**config.mk**
```make
export PLATFORM = sky130hd
export DESIGN_NAME = msx_slots
export DESIGN_NICKNAME = d
export VERILOG_FILES = /design/src/hdl/msx_pkg.sv /design/src/hdl/subslot_reg.sv /design/src/hdl/slot_layout_map.sv /design/src/hdl/ascii8_mapper.sv /design/src/hdl/msx_slots.sv
export SDC_FILE = /design/constraint.sdc
export NUM_CORES = 1
export LEC_CHECK = 0
export BUFFER_PORTS_ARGS = -buffer_cell sky130_fd_sc_hd__buf_2
export CAP_MARGIN = 20
export CORE_ASPECT_RATIO = 1.2
export CORE_MARGIN = 8
export CORE_UTILIZATION = 60
export CTS_CLUSTER_SIZE = 16
export DETAILED_ROUTE_END_ITERATION = 12
export PLACE_DENSITY_LB_ADDON = 0.2
export SLEW_MARGIN = 20
export SYNTH_ARGS = -nofsm -noshare
export SYNTH_HDL_FRONTEND = slang
export SYNTH_HIERARCHICAL = 1
export SYNTH_SLANG_ARGS = --single-unit
```
**constraint.sdc**
```tcl
create_clock -name clk -period 5.6 [get_ports clk]
set_clock_uncertainty 0.05 [all_clocks]
set_input_delay 0.84 -clock clk [delete_from_list [all_inputs] [get_ports clk]]
set_output_delay 0.84 -clock clk [all_outputs]
set_load 0.02 [all_outputs]
```
**src/hdl/msx_pkg.sv**
```systemverilog
/*
 * MSX slot subsystem package
 * Widths, configuration addresses, layout entry field positions and the
 * enumerated types shared by the slot logic and its testbench
 */
`default_nettype none

package msx_pkg;

    // External memory is 4 MB of bytes
    localparam int MEM_AW = 22;

    // Block bases are counted in 16 KB units
    localparam int BASE_W = 8;

    // Configuration port widths
    localparam int CFG_AW = 7;
    localparam int CFG_DW = 16;

    // Addresses 0 to 63 hit the layout table and 64 holds the expander mask
    localparam logic [CFG_AW-1:0] CFG_EXPANDER = 7'd64;

    // A layout entry is type, read-only flag, cartridge number and base
    localparam int ENT_TYPE_LSB = 0;
    localparam int ENT_RO_BIT   = 2;
    localparam int ENT_CART_BIT = 3;
    localparam int ENT_BASE_LSB = 4;
    localparam int ENT_W        = ENT_BASE_LSB + BASE_W;

    // Kind of block that a 16 KB page of a subslot shows
    typedef enum logic [1:0] {
        BLK_NONE   = 2'd0,
        BLK_RAM    = 2'd1,
        BLK_ROM    = 2'd2,
        BLK_ASCII8 = 2'd3
    } block_type_e;

    // States of the CPU access FSM in the top level
    typedef enum logic [1:0] {
        ST_IDLE    = 2'd0,
        ST_MEM     = 2'd1,
        ST_MEM_REL = 2'd2,
        ST_DONE    = 2'd3
    } acc_state_e;

endpackage

`default_nettype wire

```
**src/hdl/subslot_reg.sv**
```systemverilog
/*
 * Secondary slot registers
 * Holds the expander mask and one subslot register per primary slot,
 * answers CPU accesses to FFFF of expanded slots with the inverted value
 */
`timescale 1ns/10ps
`default_nettype none

module subslot_reg (
    input  wire                        clk,
    input  wire                        rst_n,
    input  wire                        cfg_we,
    input  wire  [msx_pkg::CFG_AW-1:0] cfg_addr,
    input  wire  [msx_pkg::CFG_DW-1:0] cfg_data,
    input  wire                        acc_en,
    input  wire                        cpu_we,
    input  wire  [15:0]                cpu_addr,
    input  wire  [7:0]                 cpu_wdata,
    input  wire  [1:0]                 page_slot,
    output logic [1:0]                 sub_sel,
    output logic                       sub_hit,
    output logic [7:0]                 sub_rdata
);
    import msx_pkg::*;

    logic [3:0] expander;
    logic [7:0] sub_reg [4];
    logic [1:0] page;
    logic [7:0] cur_reg;
    logic       cur_exp;

    // Everything is looked up through the primary slot of the addressed page
    assign page    = cpu_addr[15:14];
    assign cur_reg = sub_reg[page_slot];
    assign cur_exp = expander[page_slot];

    always_ff @(posedge clk or negedge rst_n) begin
        if (!rst_n) begin
            expander <= '0;
            for (int i = 0; i < 4; i++) begin
                sub_reg[i] <= '0;
            end
        end else begin
            // Only the low nibble carries the mask, one bit per primary slot
            if (cfg_we && cfg_addr == CFG_EXPANDER) begin
                expander <= cfg_data[3:0];
            end
            // The register is loaded on the same edge that accepts the access
            if (acc_en && cpu_we && sub_hit) begin
                sub_reg[page_slot] <= cpu_wdata;
            end
        end
    end

    // FFFF sits in page 3, so page_slot already points at the right slot
    assign sub_hit   = (cpu_addr == 16'hFFFF) && cur_exp;
    assign sub_rdata = ~cur_reg;

    // A plain slot always behaves as subslot 0
    assign sub_sel = cur_exp ? cur_reg[{page, 1'b0} +: 2] : 2'b00;

endmodule

`default_nettype wire

```
**src/hdl/slot_layout_map.sv**
```systemverilog
/*
 * Slot layout table
 * 64 entries, one per primary slot, subslot and 16 KB page, each giving
 * the block type, read-only flag, cartridge number and memory base
 */
`timescale 1ns/10ps
`default_nettype none

module slot_layout_map (
    input  wire                        clk,
    input  wire                        rst_n,
    input  wire                        cfg_we,
    input  wire  [msx_pkg::CFG_AW-1:0] cfg_addr,
    input  wire  [msx_pkg::CFG_DW-1:0] cfg_data,
    input  wire  [1:0]                 page_slot,
    input  wire  [1:0]                 sub_sel,
    input  wire  [1:0]                 page,
    output msx_pkg::block_type_e       blk_type,
    output logic                       blk_ro,
    output logic                       blk_cart,
    output logic [msx_pkg::BASE_W-1:0] blk_base
);
    import msx_pkg::*;

    logic [ENT_W-1:0] layout_q [64];
    logic [5:0]       rd_idx;
    logic [ENT_W-1:0] entry;
    logic             cfg_hit;

    // The expander address and everything above it are not table entries
    assign cfg_hit = cfg_we && (cfg_addr < CFG_EXPANDER);

    // Entries clear to zero, which decodes as BLK_NONE
    always_ff @(posedge clk or negedge rst_n) begin
        if (!rst_n) begin
            for (int i = 0; i < 64; i++) begin
                layout_q[i] <= '0;
            end
        end else if (cfg_hit) begin
            layout_q[cfg_addr[5:0]] <= cfg_data[ENT_W-1:0];
        end
    end

    // Index is slot times 16 plus subslot times 4 plus page
    assign rd_idx = {page_slot, sub_sel, page};
    assign entry  = layout_q[rd_idx];

    // Split the entry into its fields
    assign blk_type = block_type_e'(entry[ENT_TYPE_LSB +: 2]);
    assign blk_ro   = entry[ENT_RO_BIT];
    assign blk_cart = entry[ENT_CART_BIT];
    assign blk_base = entry[ENT_BASE_LSB +: BASE_W];

endmodule

`default_nettype wire

```
**src/hdl/ascii8_mapper.sv**
```systemverilog
/*
 * ASCII8 cartridge mapper
 * Four 8 KB bank registers for each of two cartridges, written through
 * 6000-7FFF, and the mapped ROM offset for the 4000-BFFF window
 */
`timescale 1ns/10ps
`default_nettype none

module ascii8_mapper (
    input  wire                        clk,
    input  wire                        rst_n,
    input  wire                        acc_en,
    input  wire                        cpu_we,
    input  wire  [15:0]                cpu_addr,
    input  wire  [7:0]                 cpu_wdata,
    input  msx_pkg::block_type_e       blk_type,
    input  wire                        blk_cart,
    output logic                       bank_wr,
    output logic [msx_pkg::MEM_AW-1:0] map_offset
);
    import msx_pkg::*;

    logic [7:0] bank_q [2][4];
    logic [1:0] window;
    logic [7:0] win_bank;

    // Any write to 6000-7FFF of an ASCII8 block goes to a bank register
    // and never reaches the ROM behind it
    assign bank_wr = cpu_we && (blk_type == BLK_ASCII8) && (cpu_addr[15:13] == 3'b011);

    always_ff @(posedge clk or negedge rst_n) begin
        if (!rst_n) begin
            for (int c = 0; c < 2; c++) begin
                for (int b = 0; b < 4; b++) begin
                    bank_q[c][b] <= '0;
                end
            end
        end else if (acc_en && bank_wr) begin
            // 6000, 6800, 7000 and 7800 select banks 0 to 3
            bank_q[blk_cart][cpu_addr[12:11]] <= cpu_wdata;
        end
    end

    // Windows 4000, 6000, 8000 and A000 map to banks 0 to 3
    // The two bit subtraction wraps 8000 and A000 around to 2 and 3
    assign window = cpu_addr[14:13] - 2'd2;

    assign win_bank = bank_q[blk_cart][window];

    // Offset into the cartridge image is bank times 8 KB plus the offset
    // inside the window, and it only means something for 4000-BFFF
    assign map_offset = {{(MEM_AW - 21){1'b0}}, win_bank, cpu_addr[12:0]};

endmodule

`default_nettype wire

```
**src/hdl/msx_slots.sv**
```systemverilog
/*
 * MSX slot subsystem top level
 * Accepts CPU accesses over a four-phase handshake, resolves primary slot,
 * subslot and layout entry into an external memory address and forwards
 * the access to memory over a second four-phase handshake
 */
`timescale 1ns/10ps
`default_nettype none

module msx_slots (
    input  wire                        clk,
    input  wire                        rst_n,
    input  wire                        cfg_we,
    input  wire  [msx_pkg::CFG_AW-1:0] cfg_addr,
    input  wire  [msx_pkg::CFG_DW-1:0] cfg_data,
    input  wire  [7:0]                 slot_sel,
    input  wire                        cpu_req,
    input  wire                        cpu_we,
    input  wire  [15:0]                cpu_addr,
    input  wire  [7:0]                 cpu_wdata,
    output logic                       cpu_ack,
    output logic [7:0]                 cpu_rdata,
    output logic                       mem_req,
    output logic                       mem_we,
    output logic [msx_pkg::MEM_AW-1:0] mem_addr,
    output logic [7:0]                 mem_wdata,
    input  wire                        mem_ack,
    input  wire  [7:0]                 mem_rdata
);
    import msx_pkg::*;

    acc_state_e        state;
    logic [1:0]        page;
    logic [1:0]        page_slot;
    logic [1:0]        sub_sel;
    logic              sub_hit;
    logic [7:0]        sub_rdata;
    block_type_e       blk_type;
    logic              blk_ro;
    logic              blk_cart;
    logic [BASE_W-1:0] blk_base;
    logic              bank_wr;
    logic [MEM_AW-1:0] map_offset;
    logic [MEM_AW-1:0] base_addr;
    logic [MEM_AW-1:0] mem_addr_nx;
    logic              acc_en;
    logic              wr_blocked;
    logic              internal;
    logic [7:0]        rdata_q;

    // Port A8 holds two bits of primary slot per page
    assign page      = cpu_addr[15:14];
    assign page_slot = slot_sel[{page, 1'b0} +: 2];

    // An access is taken on the edge where the FSM idles with a request up
    assign acc_en = (state == ST_IDLE) && cpu_req;

    subslot_reg u_subslot (
        .clk       (clk),
        .rst_n     (rst_n),
        .cfg_we    (cfg_we),
        .cfg_addr  (cfg_addr),
        .cfg_data  (cfg_data),
        .acc_en    (acc_en),
        .cpu_we    (cpu_we),
        .cpu_addr  (cpu_addr),
        .cpu_wdata (cpu_wdata),
        .page_slot (page_slot),
        .sub_sel   (sub_sel),
        .sub_hit   (sub_hit),
        .sub_rdata (sub_rdata)
    );

    slot_layout_map u_layout (
        .clk       (clk),
        .rst_n     (rst_n),
        .cfg_we    (cfg_we),
        .cfg_addr  (cfg_addr),
        .cfg_data  (cfg_data),
        .page_slot (page_slot),
        .sub_sel   (sub_sel),
        .page      (page),
        .blk_type  (blk_type),
        .blk_ro    (blk_ro),
        .blk_cart  (blk_cart),
        .blk_base  (blk_base)
    );

    ascii8_mapper u_ascii8 (
        .clk        (clk),
        .rst_n      (rst_n),
        .acc_en     (acc_en),
        .cpu_we     (cpu_we),
        .cpu_addr   (cpu_addr),
        .cpu_wdata  (cpu_wdata),
        .blk_type   (blk_type),
        .blk_cart   (blk_cart),
        .bank_wr    (bank_wr),
        .map_offset (map_offset)
    );

    // Writes into ROM images or write protected RAM are silently dropped
    assign wr_blocked = cpu_we && ((blk_type == BLK_ROM) || (blk_type == BLK_ASCII8) ||
                                   ((blk_type == BLK_RAM) && blk_ro));

    // These accesses finish inside the subsystem without touching memory
    assign internal = sub_hit || bank_wr || wr_blocked || (blk_type == BLK_NONE);

    // Block base in 16 KB units lands on address bits 21 to 14
    assign base_addr = {blk_base, 14'b0};

    always_comb begin
        if (blk_type == BLK_ASCII8) begin
            mem_addr_nx = base_addr + map_offset;
        end else begin
            mem_addr_nx = base_addr + {{(MEM_AW - 14){1'b0}}, cpu_addr[13:0]};
        end
    end

    // Memory side fields are latched at acceptance and stay put through
    // the whole memory handshake
    always_ff @(posedge clk) begin
        if (acc_en) begin
            mem_addr  <= mem_addr_nx;
            mem_we    <= cpu_we;
            mem_wdata <= cpu_wdata;
        end
        if ((state == ST_MEM) && mem_ack) begin
            rdata_q <= mem_rdata;
        end
    end

    always_ff @(posedge clk or negedge rst_n) begin
        if (!rst_n) begin
            state   <= ST_IDLE;
            mem_req <= 1'b0;
            cpu_ack <= 1'b0;
        end else begin
            case (state)
                ST_IDLE: begin
                    if (cpu_req && internal) begin
                        cpu_ack <= 1'b1;
                        state   <= ST_DONE;
                    end else if (cpu_req) begin
                        mem_req <= 1'b1;
                        state   <= ST_MEM;
                    end
                end
                // Wait for memory to answer, then release the request
                ST_MEM: begin
                    if (mem_ack) begin
                        mem_req <= 1'b0;
                        state   <= ST_MEM_REL;
                    end
                end
                // The memory handshake closes before the CPU sees its ack
                ST_MEM_REL: begin
                    if (!mem_ack) begin
                        cpu_ack <= 1'b1;
                        state   <= ST_DONE;
                    end
                end
                // Hold ack until the CPU withdraws its request
                ST_DONE: begin
                    if (!cpu_req) begin
                        cpu_ack <= 1'b0;
                        state   <= ST_IDLE;
                    end
                end
                default: state <= ST_IDLE;
            endcase
        end
    end

    // Subslot register wins over the page contents at FFFF
    // and empty pages float high like an open bus
    assign cpu_rdata = sub_hit ? sub_rdata :
                       (blk_type == BLK_NONE) ? 8'hFF : rdata_q;

endmodule

`default_nettype wire

```
Word level (Yosys, flattened, before mapping)
Cells that the tools add are included.
Word-level totals
  bits in registers: 911
  bits in latches: 0
  RAM bits: 0
  bits in read-only memories: 0
  word-level logic and storage cells: 196
  memories kept: 0
Operators by class
  add/sub/neg operators: 3
  $mul: 0
  divide/modulo/power cells: 0
  $lt $le $gt $ge: 12
  eq/ne operators: 16
  shifts and indexed selects: 2
  mux-type cells: 43
  bitwise operators: 7
  reduce and logical (&&, ||, !) cells: 29
Operators by type and width (count)
  bitwise mux 768 bit: 1
  2-to-1 mux 32 bit: 4
  binary-select mux 12 bit (select 6 bit): 1
  demux 12 bit (select 6 bit): 1
  bitwise mux 64 bit: 1
  2-to-1 mux 8 bit: 8
  2-to-1 mux 12 bit: 3
  binary-select mux 8 bit (select 2 bit): 2
  bitwise mux 32 bit: 1
  demux 32 bit (select 1 bit): 1
  demux 8 bit (select 2 bit): 2
  adder 22 x 14 -> 22 bit: 1
  adder 22 x 21 -> 22 bit: 1
  2-to-1 mux 22 bit: 1
  logical AND 1 bit: 17
  == test 16 bit (second input constant): 1
  variable part select 8 x 4 -> 2 bit: 2
  greater-or-equal comparator 7 bit (second input constant): 2
  NOT 6 -> 7 bit: 2
  2-to-1 mux 2 bit: 6
  AND reduction 4 bit: 3
  inequality test 2 bit (second input constant): 5
  greater-or-equal comparator 3 bit (second input constant): 3
  NOT 2 -> 3 bit: 3
  24 further kinds: 40

Longest topological paths before layout
  word-level depth: 20
  gate-level depth with buffers: 25
  mapped depth without buffers: 19

Cells and area by module
Netlist, hierarchy kept.
Modules (own cells, without submodules)
  slot_layout_map: instances 1, cells each 2240, area an instance 35220.0 um^2, seq. area each 19218.4 um^2
  ascii8_mapper: instances 1, cells each 190, area an instance 3128.0 um^2, seq. area each 1601.5 um^2
  msx_slots: instances 1, cells each 174, area an instance 2219.6 um^2, seq. area each 1271.2 um^2
  subslot_reg: instances 1, cells each 123, area an instance 1780.5 um^2, seq. area each 900.9 um^2

Worst setup path before layout
OpenSTA, ideal clock, no wires.
  kind: in2reg
  start point: input port cpu_addr[14]
  end point: register mem_addr[20] in the netlist's numbering (data pin)
  arrival time: 5908 ps
  slack: -527 ps
  cell stages on the path: 25
  path through: mux4_2 buf_2 mux4_2 a22oi_1 a31oi_1 buf_2 buf_2 buf_1 clkbuf_1 o21ai_0 a21oi_1 o21ai_0 o21ai_0 buf_4 buf_6 mux4_2 mux2_2 ha_1 inv_1 fa_1 nand2b_1 a21oi_1 o21a_1 o21a_1 o31ai_1
Between the ends
  word-level cells in the longest chain between the ends: 20
  elaborated cells between the ends (all ways): 26
RTL lines
  start: declaration: RTL line msx_slots.sv:19  | input wire [15:0] cpu_addr,
  variable part select 8 x 4 -> 2 bit: RTL line msx_slots.sv:53  | assign page_slot = slot_sel[{page, 1'b0} +: 2];
  NOT 2 -> 3 bit (not written as such): RTL line subslot_reg.sv:34  | assign cur_reg = sub_reg[page_slot];
  binary-select mux 8 bit (select 2 bit): RTL line subslot_reg.sv:34
  2-to-1 mux 8 bit (not written as such) (2 in series): RTL line subslot_reg.sv:34
  variable part select 8 x 4 -> 2 bit: RTL line subslot_reg.sv:60  | assign sub_sel = cur_exp ? cur_reg[{page, 1'b0} +: 2] : 2'b00;
  2-to-1 mux 2 bit *: RTL line subslot_reg.sv:60
  named net sub_sel[0]: RTL line msx_slots.sv:35  | logic [1:0] sub_sel;
  NOT 6 -> 7 bit (not written as such) *: RTL line slot_layout_map.sv:46  | assign entry = layout_q[rd_idx];
  [3 not listed]
  named net blk_cart: RTL line msx_slots.sv:40  | logic blk_cart;
  NOT 1 -> 2 bit (not written as such) *: RTL line ascii8_mapper.sv:48  | assign win_bank = bank_q[blk_cart][window];
  2-to-1 mux 32 bit (not written as such) * (3 in series): RTL line ascii8_mapper.sv:48
  binary-select mux 8 bit (select 2 bit) *: RTL line ascii8_mapper.sv:48
  2-to-1 mux 8 bit (not written as such) * (2 in series): RTL line ascii8_mapper.sv:48
  named net map_offset[14]: RTL line msx_slots.sv:43  | logic [MEM_AW-1:0] map_offset;
  adder 22 x 21 -> 22 bit *: RTL line msx_slots.sv:114  | mem_addr_nx = base_addr + map_offset;
  2-to-1 mux 22 bit *: RTL line msx_slots.sv:113  | if (blk_type == BLK_ASCII8) begin
  named net mem_addr_nx[20]: RTL line msx_slots.sv:45  | logic [MEM_AW-1:0] mem_addr_nx;
  end signal: assignment: RTL line msx_slots.sv:124  | mem_addr <= mem_addr_nx;
  end: declaration: RTL line msx_slots.sv:25  | output logic [msx_pkg::MEM_AW-1:0] mem_addr,
The timed path passes the listed nets; every way through them passes the cells marked *. The select of a mux whose other input is x is not followed.
A chain may end at the register's enable or synchronous reset.

Worst setup path in the final report
  start point: input port cpu_addr[14]
  end point: output port cpu_rdata[4]
Between the ends
  word-level cells in the longest chain between the ends: 14
  elaborated cells between the ends (all ways): 19
RTL lines
  variable part select 8 x 4 -> 2 bit *: RTL line msx_slots.sv:53
  named net page_slot[1]: RTL line msx_slots.sv:34  | logic [1:0] page_slot;
  NOT 2 -> 3 bit (not written as such): RTL line subslot_reg.sv:34
  binary-select mux 8 bit (select 2 bit): RTL line subslot_reg.sv:34
  2-to-1 mux 8 bit (not written as such) (2 in series): RTL line subslot_reg.sv:34
  variable part select 8 x 4 -> 2 bit: RTL line subslot_reg.sv:60
  2-to-1 mux 2 bit *: RTL line subslot_reg.sv:60
  named net sub_sel[1]: RTL line msx_slots.sv:35
  NOT 6 -> 7 bit (not written as such) *: RTL line slot_layout_map.sv:46
  binary-select mux 12 bit (select 6 bit) *: RTL line slot_layout_map.sv:46
  2-to-1 mux 12 bit (not written as such) * (2 in series): RTL line slot_layout_map.sv:46
  named net blk_type[0]: RTL line msx_slots.sv:38  | block_type_e blk_type;
  logical NOT 2 bit *: RTL line msx_slots.sv:178  | (blk_type == BLK_NONE) ? 8'hFF : rdata_q;
  2-to-1 mux 8 bit *: RTL line msx_slots.sv:178
  2-to-1 mux 8 bit *: RTL line msx_slots.sv:177  | assign cpu_rdata = sub_hit ? sub_rdata :
  end: declaration: RTL line msx_slots.sv:22  | output logic [7:0] cpu_rdata,
Marked as above.

==> qor.yml <==
flow_run:
  maxCapViolations: 0
placed_design:
  place.gp.congestion: 0.858
  place_hpwl_um: 65800
  port_buffers: 105
clocking:
  clkSinkCount: 911
  clk_pin_slew_worst_paths_ns: 0.06
  clock-root-buffer: "clkbuf_16"
  insertion_delay_ns: 0.65
  cts_buffers: 89
  cts_buffer_depth: 3
  tritoncts: "done"
  htree_levels: 3
sta:
  period_share_pct: 98.5
  finalSetupViolCount: 0
  finalSetupTns_ns: 0
  hold_viol_final: 0
  worstMarginPinSlew_ns: 0.964
  period_minus_slack_ns: 5.52
  maxSlewHeadroom_pct: 35.5
  whs_ns: 0.157
  maxClockFrequency_ghz: 0.181
  finalMaxSlewViolations: 0
  rsz0062_at_grt: "true"
global_route:
  grt_antenna_before_repair: 1
  overflow: 0
  grtUsageTotal_pct: 27.0
  grt_pass1_wl_um: 165000
  grt_pass1_vias: 27100
  grt_max_degree: 167
synthesis:
  synth_edf_count: 39
  synth.most_common_cell: "mux2_2"
  yosysSeqAreaShare_pct: 54.3
  synth_top_cell_by_area: "dfrtp_1"
  ys_warn_count: 6
  synth_cell_type_count: 65
  synth.area.top_cells: "dfrtp_1 52%, mux2_2 23%, mux4_2 12%, edfxtp_1 2.8%, mux2i_1 1.2%"
  yosysTopAreaCellShare_pct: 51.5
  ys.flop_type: "dfrtp_1"
  ys_ff_latch: 911
  netlist_instances: 2727
  postSynthAreaPerCell_um2: 15.5
  syn_area_mm2: 0.0423
  syn-num-nets: 2809
  async_flop_share_pct: 95.7
  netlist_top_cells_count: "879 x mux2_2, 872 x dfrtp_1, 221 x mux4_2"
route:
  wirelength_um: 106000
  vias: 24700
  drc: 0
  dr.pass1.iters: 7
  routed_via_density: 6.42
  wl_per_cell_um: 27.4
  drt_iter0_drc: 1783
  antenna_left: 0
setup_path:
  cp-start-kind: "input port"
  cp-end-kind: "output port"
  crit_required_ns: 4.71
  cp.arrival_ns: 4.63
  worstSetupPathType: "in -> out"
  cp_max_fo: 7
  r2r_setup_slack_ns: 0.91
finish:
  register_area_mm2: 0.0230
  fill_cells: 4725
  multi_input_area_mm2: 0.0182
  drive_above_1_share_pct: 54.2
  fin_util_pct: 68.2
  antenna_cells: 0
  largest_reg_flops: 768
  layout.nets: 2942
  area_growth_syn_to_layout_pct: 12.4
floorplanning:
  fp.dieH_um: 307
  die_width_um: 259
  initial_core_util_pct: 60.7
  die-area_mm2: 0.0794
  pin_count: 110
  fp-row-count: 106
  coreArea_mm2: 0.0698
pwr:
  p_leak_nw: 22.5
  power.density_mw_per_mm2: 320
  total_power_mw: 15.2
  peakVddDrop_uv: 254
min_path:
  hold_path.class: "in -> async"
status:
  outcome: "finished clean"
[logic make-up after synthesis]
group	share of synthesized area [%]
xor gates and xnor gates	0.0827
muxes	37.0
AOI/OAI and AO/OA	1.99
and+or+nand+nor	2.90
buffers and inverters	3.31
other	0.00886
DFF	54.3
adders and majority gates	0.402
[final timing paths]
check	from	cells after the start	end
max	cpu_addr[14]	16	cpu_rdata[4]
min	rst_n	1	mem_req$_DFFE_PN0P_
max reg2reg	u_subslot/sub_reg[2]$_DFFE_PN0P_	20	mem_addr[20]$_DFFE_PP_
min reg2reg	u_layout/layout_q[73]$_DFFE_PN0P_	1	u_layout/layout_q[73]$_DFFE_PN0P_
max in group asynchronous	rst_n	2	u_layout/layout_q[35]$_DFFE_PN0P_
min in group clk	mem_rdata[4]	1	rdata_q[4]$_DFFE_PP_
[timing repair]
action,4_1_cts,5_1_grt
hold buffers,0,0
cloned,4,0
endpoints found under the setup margin,9,9
setup buffers,9,4
gates resized for setup,18,18
pin swaps,6,6
[stage by stage]
stage / instance area, um^2 / instances / worst slack, ns
finish: 47600 / 3849 / 0.0831
floorplan: 42500 / 2727 / -0.0891
global route: 47600 / 3849 / -0.0143
CTS: 47500 / 3845 / 0.00130
detailed placement: 44300 / 3671 / -0.732
global placement: 44300 / 3671 / -0.612
[per-layer routing]
| layer | vias up | wire (um) | global-route usage [%] |
|---|---|---|---|
| met5 | - | 0 | 0 |
| met4 | 0 | 4440 | 11.4 |
| met3 | 251 | 5920 | 4.37 |
| met2 | 772 | 53400 | 45.4 |
| met1 | 13300 | 41800 | 34.8 |
| li1 | 10400 | - | - |
[cells in the final DEF, fill, tap and decap left out, types with 5 or more instances in the layout]
master     instances
o21ai_1            7
inv_1             29
nand2_1           55
buf_8              5
buf_2             96
o22ai_1           16
nand2_2           10
a211oi_1          15
nor3_4             5
mux2_1             9
a21oi_1           34
clkbuf_16         91
nor2_1            67
o221ai_1           7
o21ai_0           18
clkinv_2          17
mux2_4             9
ha_1               8
mux4_2           222
edfxtp_1          39
o31ai_1            8
bufinv_16          7
clkbuf_1          21
mux2i_1           49
mux2_2           878
nand4_1            6
buf_4            162
nand3_1           17
buf_12            13
dfrtp_1          872
nor3_1             6
nor3_2             6
nand3b_1           7
clkbuf_8           9
buf_6              5
[power breakdown]
group	leakage (nW)	switching (mW)	internal [mW]	total (mW)
Clock	1.44	2.56	3.45	6.01
Sequential	12.3	0.249	7.16	7.40
Combinational	8.82	0.940	0.870	1.81
[critical path: stages]
cell and delay, ns:
buf_8 0.09, buf_4 0.15, mux4_2 0.61, mux2i_1 0.16, mux2_2 0.32, buf_4 0.20, a31oi_4 0.31, buf_6 0.21
mux4_2 0.58, o2111ai_4 0.31, nand2_2 0.14, o21bai_4 0.18, buf_6 0.14, nor2_1 0.05, a21oi_1 0.15, buf_4 0.17
[cell type report]
type | instances | share of cell area, %
sequential | 911 | 48.3
tap | 918 | 2.41
clock inverter | 41 | 0.946
inverter | 30 | 0.237
clock buffer | 121 | 5.21
multi-input combinational | 1542 | 38.2
timing repair buffer | 286 | 4.70
Power figures use the tool's default switching activity.
